[config.mk]
export PLATFORM = sky130hd
export DESIGN_NAME = axil_apb_bridge
export DESIGN_NICKNAME = d
export VERILOG_FILES = /design/src/apb_bridge_pkg.sv /design/src/apb_master_fsm.sv /design/src/axil_apb_bridge.sv /design/src/axil_req_arbiter.sv /design/src/axil_resp_unit.sv
export SDC_FILE = /design/constraint.sdc
export NUM_CORES = 1
export LEC_CHECK = 0
export BUFFER_PORTS_ARGS = -buffer_cell sky130_fd_sc_hd__buf_2
export CELL_PAD_IN_SITES_DETAIL_PLACEMENT = 0
export CELL_PAD_IN_SITES_GLOBAL_PLACEMENT = 1
export CORE_AREA = 2 2 198 200
export CTS_CLUSTER_DIAMETER = 30
export DETAILED_ROUTE_END_ITERATION = 10
export DIE_AREA = 0 0 200 202
export PLACE_DENSITY_LB_ADDON = 0.1
export RECOVER_POWER = 50
export SLEW_MARGIN = 5
export SYNTH_ARGS = -nofsm -noshare
export SYNTH_HDL_FRONTEND = slang
export SYNTH_SLANG_ARGS = --single-unit
[constraint.sdc]
create_clock -name seq -period 13 [get_ports seq]
set_input_delay 2.6 -clock seq [delete_from_list [all_inputs] [get_ports seq]]
set_output_delay 2.6 -clock seq [all_outputs]
set_load 0.005 [all_outputs]
[src/apb_bridge_pkg.sv]
package apb_bridge_pkg;

    // AXI response code as it appears on bresp and rresp
    typedef logic [1:0] resp_t;

    localparam resp_t RESP_OKAY   = 2'b00;
    localparam resp_t RESP_SLVERR = 2'b10;
    localparam resp_t RESP_DECERR = 2'b11;

    localparam int PROT_WIDTH = 3; // same field width on AXI and APB

    localparam int DEFAULT_NO_APBS    = 8;
    localparam int DEFAULT_ADDR_WIDTH = 32;
    localparam int DEFAULT_DATA_WIDTH = 32;
    localparam int DEFAULT_SPAN_BITS  = 16; // each slave sees 64 KiB

endpackage

[src/apb_master_fsm.sv]
`timescale 1ns/100ps

module apb_master_fsm #(
    parameter int NO_APBS         = apb_bridge_pkg::DEFAULT_NO_APBS,
    parameter int ADDR_WIDTH      = apb_bridge_pkg::DEFAULT_ADDR_WIDTH,
    parameter int DATA_WIDTH      = apb_bridge_pkg::DEFAULT_DATA_WIDTH,
    parameter int SLAVE_SPAN_BITS = apb_bridge_pkg::DEFAULT_SPAN_BITS
) (
    input  logic                                  seq,
    input  logic                                  rst,

    input  logic                                  req,
    input  logic                                  req_write,
    input  logic [ADDR_WIDTH-1:0]                 req_addr,
    input  logic [apb_bridge_pkg::PROT_WIDTH-1:0] req_prot,
    input  logic [DATA_WIDTH-1:0]                 req_wdata,
    input  logic [DATA_WIDTH/8-1:0]               req_strb,
    output logic                                  busy,

    output logic                                  psel    [NO_APBS],
    output logic                                  penable [NO_APBS],
    output logic [ADDR_WIDTH-1:0]                 paddr,
    output logic [apb_bridge_pkg::PROT_WIDTH-1:0] pprot,
    output logic                                  pwrite,
    output logic [DATA_WIDTH-1:0]                 pwdata,
    output logic [DATA_WIDTH/8-1:0]               pstrb,
    input  logic                                  pready  [NO_APBS],
    input  logic [DATA_WIDTH-1:0]                 prdata  [NO_APBS],
    input  logic                                  pslverr [NO_APBS],

    output logic                                  done,
    output logic                                  done_write,
    output apb_bridge_pkg::resp_t                 done_resp,
    output logic [DATA_WIDTH-1:0]                 done_rdata
);

    localparam int STRB_WIDTH = DATA_WIDTH / 8;
    localparam int SEL_WIDTH  = (NO_APBS > 1) ? $clog2(NO_APBS) : 1;

    localparam logic [1:0] S_IDLE   = 2'd0;
    localparam logic [1:0] S_SETUP  = 2'd1;
    localparam logic [1:0] S_ACCESS = 2'd2;
    localparam logic [1:0] S_DECERR = 2'd3;

    logic [1:0]            state;
    logic [SEL_WIDTH-1:0]  sel;
    logic [ADDR_WIDTH-1:0] window;
    logic                  in_map;
    logic                  sel_ready;
    logic [DATA_WIDTH-1:0] sel_rdata;
    logic                  sel_err;
    logic [STRB_WIDTH-1:0] strb_q;

    assign window = req_addr >> SLAVE_SPAN_BITS; // slave index sits right above the window
    assign in_map = (window < NO_APBS);

    always_ff @(posedge seq) begin
        if (rst) begin
            state <= S_IDLE;
        end else begin
            case (state)
                S_IDLE: begin
                    if (req) begin
                        state <= in_map ? S_SETUP : S_DECERR;
                    end
                end
                S_SETUP: begin
                    state <= S_ACCESS;
                end
                S_ACCESS: begin
                    if (sel_ready) begin
                        state <= S_IDLE;
                    end
                end
                default: begin
                    state <= S_IDLE; // DECERR lasts one cycle
                end
            endcase
        end
    end

    // the transfer fields stay put from SETUP until the next request
    always_ff @(posedge seq) begin
        if (state == S_IDLE && req) begin
            sel    <= window[SEL_WIDTH-1:0];
            paddr  <= req_addr;
            pprot  <= req_prot;
            pwrite <= req_write;
            pwdata <= req_wdata;
            strb_q <= req_strb;
        end
    end

    assign pstrb = strb_q;

    always_comb begin
        sel_ready = 1'b0;
        sel_rdata = '0;
        sel_err   = 1'b0;
        for (int i = 0; i < NO_APBS; i++) begin
            if (sel == SEL_WIDTH'(i)) begin
                sel_ready = pready[i];
                sel_rdata = prdata[i];
                sel_err   = pslverr[i];
            end
        end
    end

    always_comb begin
        for (int i = 0; i < NO_APBS; i++) begin
            psel[i]    = (state == S_SETUP || state == S_ACCESS) && (sel == SEL_WIDTH'(i));
            penable[i] = (state == S_ACCESS) && (sel == SEL_WIDTH'(i));
        end
    end

    assign busy = (state != S_IDLE);

    // the response unit registers this, so valid follows one cycle later
    assign done       = (state == S_ACCESS && sel_ready) || state == S_DECERR;
    assign done_write = pwrite;
    assign done_rdata = (state == S_DECERR) ? '0 : sel_rdata;

    always_comb begin
        if (state == S_DECERR) begin
            done_resp = apb_bridge_pkg::RESP_DECERR;
        end else if (sel_err) begin
            done_resp = apb_bridge_pkg::RESP_SLVERR;
        end else begin
            done_resp = apb_bridge_pkg::RESP_OKAY;
        end
    end

endmodule

[src/axil_apb_bridge.sv]
`timescale 1ns/100ps

module axil_apb_bridge #(
    parameter int NO_APBS         = apb_bridge_pkg::DEFAULT_NO_APBS,
    parameter int ADDR_WIDTH      = apb_bridge_pkg::DEFAULT_ADDR_WIDTH,
    parameter int DATA_WIDTH      = apb_bridge_pkg::DEFAULT_DATA_WIDTH,
    parameter int SLAVE_SPAN_BITS = apb_bridge_pkg::DEFAULT_SPAN_BITS
) (
    input  logic                                  seq,
    input  logic                                  rst,

    input  logic                                  awvalid,
    output logic                                  awready,
    input  logic [ADDR_WIDTH-1:0]                 awaddr,
    input  logic [apb_bridge_pkg::PROT_WIDTH-1:0] awprot,
    input  logic                                  wvalid,
    output logic                                  wready,
    input  logic [DATA_WIDTH-1:0]                 wdata,
    input  logic [DATA_WIDTH/8-1:0]               wstrb,
    output logic                                  bvalid,
    input  logic                                  bready,
    output apb_bridge_pkg::resp_t                 bresp,
    input  logic                                  arvalid,
    output logic                                  arready,
    input  logic [ADDR_WIDTH-1:0]                 araddr,
    input  logic [apb_bridge_pkg::PROT_WIDTH-1:0] arprot,
    output logic                                  rvalid,
    input  logic                                  rready,
    output logic [DATA_WIDTH-1:0]                 rdata,
    output apb_bridge_pkg::resp_t                 rresp,

    output logic                                  psel    [NO_APBS],
    output logic                                  penable [NO_APBS],
    output logic [ADDR_WIDTH-1:0]                 paddr,
    output logic [apb_bridge_pkg::PROT_WIDTH-1:0] pprot,
    output logic                                  pwrite,
    output logic [DATA_WIDTH-1:0]                 pwdata,
    output logic [DATA_WIDTH/8-1:0]               pstrb,
    input  logic                                  pready  [NO_APBS],
    input  logic [DATA_WIDTH-1:0]                 prdata  [NO_APBS],
    input  logic                                  pslverr [NO_APBS]
);

    logic                                  req;
    logic                                  req_write;
    logic [ADDR_WIDTH-1:0]                 req_addr;
    logic [apb_bridge_pkg::PROT_WIDTH-1:0] req_prot;
    logic [DATA_WIDTH-1:0]                 req_wdata;
    logic [DATA_WIDTH/8-1:0]               req_strb;
    logic                                  busy;
    logic                                  done;
    logic                                  done_write;
    apb_bridge_pkg::resp_t                 done_resp;
    logic [DATA_WIDTH-1:0]                 done_rdata;
    logic                                  b_full;
    logic                                  r_full;

    axil_req_arbiter #(
        .ADDR_WIDTH (ADDR_WIDTH),
        .DATA_WIDTH (DATA_WIDTH)
    ) u_arbiter (
        .seq       (seq),
        .rst       (rst),
        .awvalid   (awvalid),
        .awready   (awready),
        .awaddr    (awaddr),
        .awprot    (awprot),
        .wvalid    (wvalid),
        .wready    (wready),
        .wdata     (wdata),
        .wstrb     (wstrb),
        .arvalid   (arvalid),
        .arready   (arready),
        .araddr    (araddr),
        .arprot    (arprot),
        .busy      (busy),
        .b_full    (b_full),
        .r_full    (r_full),
        .req       (req),
        .req_write (req_write),
        .req_addr  (req_addr),
        .req_prot  (req_prot),
        .req_wdata (req_wdata),
        .req_strb  (req_strb)
    );

    apb_master_fsm #(
        .NO_APBS         (NO_APBS),
        .ADDR_WIDTH      (ADDR_WIDTH),
        .DATA_WIDTH      (DATA_WIDTH),
        .SLAVE_SPAN_BITS (SLAVE_SPAN_BITS)
    ) u_fsm (
        .seq        (seq),
        .rst        (rst),
        .req        (req),
        .req_write  (req_write),
        .req_addr   (req_addr),
        .req_prot   (req_prot),
        .req_wdata  (req_wdata),
        .req_strb   (req_strb),
        .busy       (busy),
        .psel       (psel),
        .penable    (penable),
        .paddr      (paddr),
        .pprot      (pprot),
        .pwrite     (pwrite),
        .pwdata     (pwdata),
        .pstrb      (pstrb),
        .pready     (pready),
        .prdata     (prdata),
        .pslverr    (pslverr),
        .done       (done),
        .done_write (done_write),
        .done_resp  (done_resp),
        .done_rdata (done_rdata)
    );

    axil_resp_unit #(
        .DATA_WIDTH (DATA_WIDTH)
    ) u_resp (
        .seq        (seq),
        .rst        (rst),
        .done       (done),
        .done_write (done_write),
        .done_resp  (done_resp),
        .done_rdata (done_rdata),
        .bvalid     (bvalid),
        .bready     (bready),
        .bresp      (bresp),
        .rvalid     (rvalid),
        .rready     (rready),
        .rresp      (rresp),
        .rdata      (rdata),
        .b_full     (b_full),
        .r_full     (r_full)
    );

endmodule

[src/axil_req_arbiter.sv]
`timescale 1ns/100ps

module axil_req_arbiter #(
    parameter int ADDR_WIDTH = apb_bridge_pkg::DEFAULT_ADDR_WIDTH,
    parameter int DATA_WIDTH = apb_bridge_pkg::DEFAULT_DATA_WIDTH
) (
    input  logic                                  seq,
    input  logic                                  rst,

    input  logic                                  awvalid,
    output logic                                  awready,
    input  logic [ADDR_WIDTH-1:0]                 awaddr,
    input  logic [apb_bridge_pkg::PROT_WIDTH-1:0] awprot,

    input  logic                                  wvalid,
    output logic                                  wready,
    input  logic [DATA_WIDTH-1:0]                 wdata,
    input  logic [DATA_WIDTH/8-1:0]               wstrb,

    input  logic                                  arvalid,
    output logic                                  arready,
    input  logic [ADDR_WIDTH-1:0]                 araddr,
    input  logic [apb_bridge_pkg::PROT_WIDTH-1:0] arprot,

    input  logic                                  busy,
    input  logic                                  b_full,
    input  logic                                  r_full,

    output logic                                  req,
    output logic                                  req_write,
    output logic [ADDR_WIDTH-1:0]                 req_addr,
    output logic [apb_bridge_pkg::PROT_WIDTH-1:0] req_prot,
    output logic [DATA_WIDTH-1:0]                 req_wdata,
    output logic [DATA_WIDTH/8-1:0]               req_strb
);

    localparam int STRB_WIDTH = DATA_WIDTH / 8;

    logic last_write;
    logic idle;
    logic want_w;
    logic want_r;
    logic take_w;
    logic take_r;

    // req covers the one cycle before the FSM reports busy
    assign idle   = !busy && !req;
    assign want_w = awvalid && wvalid && !b_full; // AW and W go together
    assign want_r = arvalid && !r_full;

    always_comb begin
        take_w = 1'b0;
        take_r = 1'b0;
        if (idle) begin
            if (want_w && want_r) begin
                take_r = last_write;  // the side not served last time wins
                take_w = !last_write;
            end else begin
                take_w = want_w;
                take_r = want_r;
            end
        end
    end

    assign awready = take_w;
    assign wready  = take_w;
    assign arready = take_r;

    always_ff @(posedge seq) begin
        if (rst) begin
            req        <= 1'b0;
            last_write <= 1'b0; // a write goes first after reset
        end else begin
            req <= take_w || take_r;
            if (take_w || take_r) begin
                last_write <= take_w;
            end
        end
    end

    always_ff @(posedge seq) begin
        if (take_w) begin
            req_write <= 1'b1;
            req_addr  <= awaddr;
            req_prot  <= awprot;
            req_wdata <= wdata;
            req_strb  <= wstrb;
        end else if (take_r) begin
            req_write <= 1'b0;
            req_addr  <= araddr;
            req_prot  <= arprot;
            req_wdata <= '0;
            req_strb  <= {STRB_WIDTH{1'b0}}; // APB wants pstrb low on reads
        end
    end

endmodule

[src/axil_resp_unit.sv]
`timescale 1ns/100ps

module axil_resp_unit #(
    parameter int DATA_WIDTH = apb_bridge_pkg::DEFAULT_DATA_WIDTH
) (
    input  logic                  seq,
    input  logic                  rst,

    input  logic                  done,
    input  logic                  done_write,
    input  apb_bridge_pkg::resp_t done_resp,
    input  logic [DATA_WIDTH-1:0] done_rdata,

    output logic                  bvalid,
    input  logic                  bready,
    output apb_bridge_pkg::resp_t bresp,

    output logic                  rvalid,
    input  logic                  rready,
    output apb_bridge_pkg::resp_t rresp,
    output logic [DATA_WIDTH-1:0] rdata,

    output logic                  b_full,
    output logic                  r_full
);

    logic load_b;
    logic load_r;

    assign load_b = done && done_write;
    assign load_r = done && !done_write;

    always_ff @(posedge seq) begin
        if (rst) begin
            bvalid <= 1'b0;
            rvalid <= 1'b0;
        end else begin
            if (load_b) begin
                bvalid <= 1'b1;
            end else if (bready) begin
                bvalid <= 1'b0;
            end
            if (load_r) begin
                rvalid <= 1'b1;
            end else if (rready) begin
                rvalid <= 1'b0;
            end
        end
    end

    always_ff @(posedge seq) begin
        if (load_b) begin
            bresp <= done_resp;
        end
        if (load_r) begin
            rresp <= done_resp;
            rdata <= done_rdata;
        end
    end

    // the arbiter only starts a transfer whose slot is empty
    assign b_full = bvalid;
    assign r_full = rvalid;

endmodule

== Word level (Yosys, flattened, before mapping) ==
Cells that the tools add are included.

* Bits of input ports: 385
* Word-level logic and storage cells: 119
* Bits in registers: 189
* Output and inout bits: 129

* Order comparisons: 1
* Mux-type cells: 46
* Eq/ne operators: 12
* Reductions and logical operators: 41

{| class="wikitable"
|+ Operators by type and width
! cell !! number
|-
| $mux 32 || 12
|-
| $logic_and 1x1->1 || 25
|-
| $mux 1 || 24
|-
| $lt 16x4->1 const B || 1
|-
| $eq 3x3->1 const B || 4
|-
| $mux 2 || 5
|-
| $mux 4 || 2
|-
| $reduce_bool 2->1 || 4
|-
| $eq 3x2->1 const B || 2
|-
| $logic_not 1->1 || 6
|-
| $mux 3 || 2
|-
| $pmux 2 s3 || 1
|-
| $eq 2x2->1 const B || 2
|-
| $eq 3x1->1 const B || 1
|-
| $logic_not 3->1 || 1
|-
| $logic_or 1x1->1 || 3
|-
| $eq 2x1->1 const B || 1
|-
| $logic_not 2->1 || 1
|-
| $ne 2x1->1 const B || 1
|-
| $ne 2x2->1 const B || 1
|-
| $reduce_and 2->1 || 1
|}

== Depth between registers and ports, before layout ==
Gate-level depths: netlist of run 1.

* Depth after elaboration: 13
* Gate-level depth with buffers: 8
* Depth with buffers taken out: 7

== Hierarchy ==
Synthesis of run 1 repeated with hierarchy kept, for this count alone.

* Cells, all modules: 617
* Area total of the unflattened synthesis: 9061.2 µm²

{| class="wikitable"
|+ By module, submodules not included
! module !! cells each !! area an instance (µm²) !! instances !! sequential area each (µm²)
|-
| apb_master_fsm || 403 || 4902.2 || 1 || 2202.1
|-
| axil_req_arbiter || 167 || 2974.1 || 1 || 2192.1
|-
| axil_resp_unit || 47 || 1184.9 || 1 || 1121.1
|}

== Worst setup path before layout of run 1 ==
OpenSTA, ideal clock, no wires.

* Kind: in2out
* Start: in awvalid
* End: out wready
* Arrival: 3779 ps
* Cell stages on the path: 5
* Setup slack: 6621 ps
* Path buffers: 2
* Cell sequence: nand2_1 -> or4_4 -> a31oi_4 -> buf_2 -> buf_4

* Word-level cells in the longest chain between the ends: 5

{| class="wikitable"
|+ RTL lines
! element !! RTL line !! source
|-
| start, declared || axil_apb_bridge.sv:12 || <nowiki>input logic awvalid,</nowiki>
|-
| $logic_and 1x1->1 * (2 in a row) || axil_req_arbiter.sv:48 || <nowiki>assign want_w = awvalid && wvalid && !b_full;</nowiki>
|-
| $logic_and 1x1->1 || axil_req_arbiter.sv:55 || <nowiki>if (want_w && want_r) begin</nowiki>
|-
| $mux 1 * || axil_req_arbiter.sv:55 ||
|-
| $mux 1 * || axil_req_arbiter.sv:54 || <nowiki>if (idle) begin</nowiki>
|-
| end, declared || axil_apb_bridge.sv:17 || <nowiki>output logic wready,</nowiki>
|}

Mark *: on every way between the ends. The rest lies on a longest branch, timed or not.

== Worst setup path in the final report of run 1 ==
* Start: in awvalid
* End: out awready

* Word-level cells in the longest chain between the ends: 5

{| class="wikitable"
|+ RTL lines
! element !! RTL line !! source
|-
| $logic_and 1x1->1 * (2 in a row) || axil_req_arbiter.sv:48 ||
|-
| $logic_and 1x1->1 || axil_req_arbiter.sv:55 ||
|-
| $mux 1 * || axil_req_arbiter.sv:55 ||
|-
| $mux 1 * || axil_req_arbiter.sv:54 ||
|-
| end, declared || axil_apb_bridge.sv:13 || <nowiki>output logic awready,</nowiki>
|}

Marks and branches as above.

==> results.md, run 1 <==
| Stage | Metric | Value |
|---|---|---|
| clock network | Number of H-tree levels | 4 |
| layout | Number of nets in the layout | 1,478 |
| outcome | Failing checks | capacitance limit, slew limit |
| worst setup path | Kind of end point of the critical path | primary output |
| worst setup path | Required time at the worst-slack endpoint | 10,400 ps |
| clock network | TritonCTS Buffers | 17 |
| floorplan | Die Footprint | 0.0404 mm^2 |
| layout | Fraction of layout cells with a size suffix above 1 | 0.547 |
| clock network | CTS sink count | 186 |
| placed design | HPWL reported at the end of detailed placement | 27,800 um |
| placed design | Final weighted congestion in routability-driven placement | 0.846 |
| worst setup path | Critical Path Fanout Max | 31 |
| pwr | Static leakage | 0.00523 uW |
| timing | Maximum operating frequency | 136 MHz |
| synth | Netlist area before placement | 0.00900 mm^2 |
| clock network | Worst-path clk slew | 80 ps |
| clock network | TritonCTS clock tree | done |
| timing | Final Setup Violations | 0 |
| global route | Initial antenna violation count | 18 |
| worst setup path | Start-to-end type of the worst setup path | in2out |
| timing | Number of hold violations in the final report | 0 |
| layout | Most frequent cells in the layout | sky130_fd_sc_hd__buf_2, sky130_fd_sc_hd__edfxtp_1, sky130_fd_sc_hd__nand2_1 |
| timing | Setup repair after global routing missed its margin | false |
| global route | Largest net degree at the start of global routing | 72 |
| synth | Instance count of the mapped netlist | 586 |
| drt | Routed length per instance | 21.7 um |
| clock network | Hold buffer count at CTS | 0 |
| pwr | Power, Total | 2090 uW |
| synth | Sequential-to-total area share from yosys stat | 0.613 |
| floorplan | Top Ports | 514 |
| drt | Final WL | 35,300 um |
| synth | Post-synth EDFFs | 179 |
| worst setup path | Internal reg-to-reg setup slack | 8450 ps |
| drt | Via Count | 7,066 |
| layout | Relative area change from synthesis to final layout | 41.2% |
| clock network | Max Root-Sink Buffers | 2 |
| floorplan | Vertical extent of the die | 202 um |
| floorplan | Starting Density | 0.235 |
| timing | Final Max Tran Viols | 113 |
| global route | Remaining global-route overflow | 0 |
| worst setup path | Kind of launch point of the worst setup path | input pin |
| drt | Via density per instance | 4.33 |
| synth | Post-Synthesis Net Count | 975 |
| synth | Ys async rst share | 0 |
| layout | Most common cell after layout, fill and taps aside | sky130_fd_sc_hd__buf_2 |
| clock network | Worst skew pair latency | 440 ps |
| timing | Sum Neg Setup Slack | 0 ps |
| layout | Post-layout instance area | 0.0127 mm^2 |
| timing | Final critical-path share of the clock period | 0.565 |
| timing | Final Hold Slack | 416 ps |
| timing | Fin Clk Skew | 8.96 ps |
| timing | Relative slew slack | -0.612 |
| global route | Via count of the first global-routing pass | 7,531 |
| run | Number of max-capacitance violations reported | 3 |
| synth | Warnings, synthesis | 0 |
| floorplan | Core area | 0.0383 mm^2 |
| pwr | IR Drop Worst-Case VDD | 85.1 uV |
| placed design | Standard cell area after detailed placement | 0.0121 mm^2 |
| timing | Measured slew at the worst slew-check pin | 2420 ps |
| hold path | Min-delay worst type | reg2reg |
| outcome | Run status | complete, but fails checks |
| global route | First-pass GRT wire length | 49,700 um |
| clock network | Root cell of the clock tree | sky130_fd_sc_hd__clkbuf_16 |
| synth | Main synth FF type | sky130_fd_sc_hd__edfxtp_1 |
| floorplan | Width of the chip | 200 um |
| synth | Post-synthesis sequential element count | 186 |
| drt | DRT iter0 DRCs | 302 |
| floorplan | Number of cell rows | 72 |
| global route | GRT Total Usage | 0.173 |
| worst setup path | Arrival time of the worst setup path | 4750 ps |
| synth | Count of cell types in the netlist | 48 |
| drt | Remaining number of nets flagged by the antenna check after routing | 0 |
| drt | Count of unresolved DRC violations after routing | 0 |
| synth | Mean cell area of the mapped netlist | 15.4 um^2 |
| pwr | Total power density per cell area | 164 mW/mm^2 |
| timing | Post-layout min period | 7350 ps |
| drt | Drt first pass iters | 4 |
| clock network | Resize count post-CTS | 0 |
| clock network | Post-CTS setup buffer count | 0 |
| placed design | Port-buffer cells | 513 |
[cell usage after synthesis, types with 5 or more instances]
library cell                count  area (um^2)
sky130_fd_sc_hd__a211oi_1       5         37.5
sky130_fd_sc_hd__a21oi_1       53          265
sky130_fd_sc_hd__a22o_1         5         43.8
sky130_fd_sc_hd__and2_1        39          244
sky130_fd_sc_hd__buf_1          8         30.0
sky130_fd_sc_hd__buf_2         10         50.1
sky130_fd_sc_hd__clkbuf_1      11         41.3
sky130_fd_sc_hd__dfxtp_1        7          140
sky130_fd_sc_hd__edfxtp_1     179         5380
sky130_fd_sc_hd__inv_1          7         26.3
sky130_fd_sc_hd__mux2_2         6         67.6
sky130_fd_sc_hd__mux2_4        30          450
sky130_fd_sc_hd__mux2i_1        8         80.1
sky130_fd_sc_hd__mux4_2        55         1240
sky130_fd_sc_hd__nand2_1       77          289
sky130_fd_sc_hd__nand2b_1       5         31.3
sky130_fd_sc_hd__nor2_1        14         52.6
sky130_fd_sc_hd__nor2b_1        7         43.8
sky130_fd_sc_hd__nor3_1         5         25.0
sky130_fd_sc_hd__o21bai_1       6         45.0
sky130_fd_sc_hd__o2bb2ai_1      5         43.8
[kinds of logic (layout without fill, tap and decap cells)]
logic type | after synthesis | count (layout) | synth area share
muxes | 99 | 99 | 0.204
buffers and inverters | 48 | 564 | 0.0280
and+or+nand+nor | 157 | 157 | 0.0844
DFF | 186 | 186 | 0.613
AOI/OAI and AO/OA | 92 | 92 | 0.0648
adders and majority gates | 4 | 4 | 0.00556
other | 0 | 11 | 0
[power by group]
part / leakage (uW) / switching (uW) / internal (uW)
combinational: 0.00318 / 337 / 244
sequential: 0.00174 / 48.1 / 888
clock: 0.000315 / 257 / 315
total: 0.00523 / 642 / 1450
[cell type report]
cell class	count	area, um^2
clock inverters	15	231
well taps	518	648
fillers	3923	25600
multi-input cells	352	3240
diodes	11	27.5
inverters	9	33.8
repair buffers	523	2580
flip-flops and latches	186	5520
clock buffers	17	425
[final timing paths]
kind	to	depth (start not counted)	start
setup reg to reg	u_fsm.paddr[13]	4	u_fsm.state[0]
hold / removal	u_fsm.pwdata[1]	0	u_arbiter.req_wdata[1]
setup / recovery	awready	6	awvalid
hold reg to reg	u_fsm.pwdata[1]	0	u_arbiter.req_wdata[1]
[sequential cells by signal, indices dropped and copies added, names as in the netlist, 3 cells and up]
| signal | cells |
|---|---|
| u_arbiter.req_addr | 32 |
| u_arbiter.req_wdata | 32 |
| u_fsm.pwdata | 32 |
| u_resp.rdata | 32 |
| u_fsm.paddr | 30 |
| u_arbiter.req_strb | 4 |
| u_fsm.pstrb | 4 |
| u_arbiter.req_prot | 3 |
| u_fsm.pprot | 3 |
[metrics by stage]
stage           util  setup slack [ps]  std cells
6_report       0.332              5650       1631
3_5_place_dp   0.316              6500       1588
5_1_grt        0.332              5440       1629
4_1_cts        0.333              6500       1620
2_1_floorplan      -              6620        586
3_3_place_gp   0.316              6530       1588
[critical path, stage by stage]
cell and delay [ps]:
sky130_fd_sc_hd__buf_2 80, sky130_fd_sc_hd__nand2_1 60, sky130_fd_sc_hd__or4_1 470, sky130_fd_sc_hd__a31oi_4 160, sky130_fd_sc_hd__clkbuf_1 1080, sky130_fd_sc_hd__buf_2 290
[metal layers]
metal | GRT usage | routed length (um) | vias to the layer above
met5 | 0 | 80 | -
met1 | 0.194 | 13800 | 3391
li1 | - | - | 3287
met4 | 0.0651 | 953 | 12
met2 | 0.291 | 17000 | 328
met3 | 0.0741 | 3520 | 48
Note: power is estimated with default switching activity, not from simulation.
==> run 2, diff against run 1 <==
==> constraint.sdc (replaced) <==
create_clock -name seq -period 6.29 [get_ports seq]
set_input_delay 1.258 -clock seq [delete_from_list [all_inputs] [get_ports seq]]
set_output_delay 1.258 -clock seq [all_outputs]
set_load 0.005 [all_outputs]
==> run 2 against run 1 <==
Compared with the run above:
- the flow still finishes with violations (capacitance limit, slew limit)
- register-to-register slack worse by 5900 ps
- sequential cell count unchanged
- critical path type unchanged
- non-clock buffer count down 1
- clock skew about the same
- largest power group unchanged
- first-iteration DRC count down 25%
- total power up 110%
- worst setup slack worse by 3300 ps
==> results.md, run 2 (synthesized netlist as in run 1, its figures left out) <==
| Stage | Metric | Value | vs previous |
|---|---|---|---|
| drt | Via Count | 7,084 | +0.25% |
| hold path | Number of instances on the worst hold path | 0 | unchanged |
| timing | Final Hold Slack | 416 ps | +0.170 ps |
| drt | Final WL | 35,400 um | +0.26% |
| hold path | Worst hold start | u_arbiter.req_strb[2] |  |
| hold path | Min-delay worst type | reg2reg |  |
| layout | Most common cell after layout, fill and taps aside | sky130_fd_sc_hd__buf_2 |  |
| worst setup path | Slowest cell delay on critical path | 600 ps | -480 ps |
| run | Number of max-capacitance violations reported | 2 | -1 |
| clock network | Max Root-Sink Buffers | 2 | unchanged |
| worst setup path | Arrival time of the worst setup path | 2720 ps | -2030 ps |
| worst setup path | Critical Path Fanout Max | 18 | -42% |
| pwr | Power, Total | 4280 uW | +110% |
| layout | Post-route core utilization | 0.330 | -0.00212 |
| timing | Measured slew at the worst slew-check pin | 3660 ps | +1240 ps |
| clock network | TritonCTS Buffers | 17 | unchanged |
| drt | Count of unresolved DRC violations after routing | 0 | unchanged |
| timing | Maximum operating frequency | 251 MHz |  |
| placed design | Final weighted congestion in routability-driven placement | 0.853 | +0.90% |
| clock network | Number of H-tree levels | 4 | unchanged |
| clock network | Worst-path clk slew | 80 ps | about the same |
| floorplan | Starting Density | 0.235 | unchanged |
| drt | Routed length per instance | 21.8 um | +0.70% |
| timing | Final Max Tran Viols | 111 | -1.8% |
| worst setup path | Crit-path cells | buf_2 > nand2_1 > or4_1 > a31oi_4 > buf_2 |  |
| clock network | Resize count post-CTS | 0 | unchanged |
| worst setup path | Start-to-end type of the worst setup path | in2out |  |
| timing | Final critical-path share of the clock period | 0.633 |  |
| outcome | Failing checks | capacitance limit, slew limit |  |
| timing | Slack of the critical path | 2310 ps | -3340 ps |
| clock network | Post-CTS setup buffer count | 0 | unchanged |
| timing | Final Setup Violations | 0 | unchanged |
| layout | Most frequent cells in the layout | sky130_fd_sc_hd__buf_2, sky130_fd_sc_hd__edfxtp_1, sky130_fd_sc_hd__clkbuf_1 |  |
| clock network | Root cell of the clock tree | sky130_fd_sc_hd__clkbuf_16 |  |
| drt | DRT iter0 DRCs | 225 | -25% |
| floorplan | Width of the chip | 200 um | unchanged |
| clock network | TritonCTS clock tree | done |  |
| timing | Setup repair after global routing missed its margin | false |  |
| drt | Via density per instance | 4.36 | +0.69% |
| layout | Number of nets in the layout | 1,477 | -0.068% |
| worst setup path | Kind of end point of the critical path | primary output |  |
| outcome | Run status | complete, but fails checks |  |
| timing | Number of hold violations in the final report | 0 | unchanged |
| clock network | Hold buffer count at CTS | 0 | unchanged |
| global route | GRT Total Usage | 0.173 | -0.000472 |
| timing | Sum Neg Setup Slack | 0 ps | unchanged |
| placed design | Worst slack, placed | 2260 ps | -4240 ps |
| worst setup path | CP most frequent cell | sky130_fd_sc_hd__buf_2 |  |
| pwr | Total power density per cell area | 339 mW/mm^2 | +110% |
| placed design | Port-buffer cells | 513 | unchanged |
| worst setup path | Required time at the worst-slack endpoint | 5030 ps | -5370 ps |
| floorplan | Number of cell rows | 72 | unchanged |
| drt | Remaining number of nets flagged by the antenna check after routing | 0 | unchanged |
| floorplan | Core area | 0.0383 mm^2 | unchanged |
| floorplan | Die Footprint | 0.0404 mm^2 | unchanged |
| timing | Relative slew slack | -1.44 | -0.828 |
| worst setup path | Critical Path Slowest Stage Cell | sky130_fd_sc_hd__a31oi_4 |  |
| layout | Fraction of layout cells with a size suffix above 1 | 0.509 | -0.0386 |
| pwr | Static leakage | 0.00511 uW | -2.3% |
| drt | Drt first pass iters | 4 | unchanged |
| worst setup path | Internal reg-to-reg setup slack | 2520 ps | -5930 ps |
| worst setup path | Number of cells traversed by the worst register-to-register path | 3 | -1 |
| layout | Relative area change from synthesis to final layout | 40.3% |  |
| global route | Initial antenna violation count | 9 | -9 |
| global route | Via count of the first global-routing pass | 7,553 | +0.29% |
| hold path | Endpoint of the worst hold-timing path | u_fsm.pstrb[2] |  |
| global route | Remaining global-route overflow | 0 | unchanged |
| worst setup path | Kind of launch point of the worst setup path | input pin |  |
| timing | Post-layout min period | 3980 ps |  |
| timing | Fin Clk Skew | 8.67 ps | -0.292 ps |
| worst setup path | Launching point of the worst reg2reg path | u_fsm.state[0] |  |
| clock network | Worst skew pair latency | 440 ps | about the same |
| clock network | CTS sink count | 186 | unchanged |
| worst setup path | Capture instance of the worst register-to-register path | u_fsm.pwdata[28] |  |
| global route | Largest net degree at the start of global routing | 73 | +1.4% |
| floorplan | Top Ports | 514 | unchanged |
| placed design | HPWL reported at the end of detailed placement | 27,800 um | +0.11% |
| pwr | IR Drop Worst-Case VDD | 167 uV | +96% |
| global route | First-pass GRT wire length | 49,900 um | +0.30% |
| floorplan | Vertical extent of the die | 202 um | unchanged |
run 2: layout make-up:
type / count / area, um^2
Inverter: 9 / 33.8
Fill cell: 3939 / 25700
Tap cell: 518 / 648
Clock buffer: 17 / 425
Antenna cell: 5 / 12.5
Multi-Input combinational cell: 352 / 3240
Timing Repair Buffer: 522 / 2530
Clock inverter: 15 / 208
Sequential cell: 186 / 5520
run 2: how the worst max path moves through the flow:
stage | startpoint | to | slack [ps] | depth (start not counted)
after CTS | awvalid | wready | 2250 | 5
after floorplan | pready[6] | u_resp.rdata[0] | 1620 | 4
after global placement | awvalid | awready | 2270 | 5
final | awvalid | awready | 2310 | 5
after detailed placement | awvalid | wready | 2260 | 5
after global routing | u_fsm.state[0] | u_fsm.pwdata[26] | 2060 | 3
run 2: power breakdown:
part / internal (uW) / total [uW] / switching (uW)
registers: 1840 / 1930 / 93.8
clock network: 610 / 1150 / 535
logic: 490 / 1200 / 713
total: 2940 / 4280 / 1340
run 2: worst max-delay path: cells and delay by family:
kind | cells | cell delay (ps)
AOI/OAI and AO/OA | 1 | 600
buffers and inverters | 2 | 310
and+or+nand+nor | 2 | 540
run 2: metal layers:
metal  global-route usage  wire, um
met5                    0        37
met2                0.290     17100
met3               0.0629      3410
met4               0.0550       842
met1                0.204     14000
run 2: stage by stage:
step                instances  area, um^2
floorplan                 586        9000
global placement         1587       12100
detailed placement       1587       12100
CTS                      1619       12700
global route             1624       12600
finish                   1624       12600
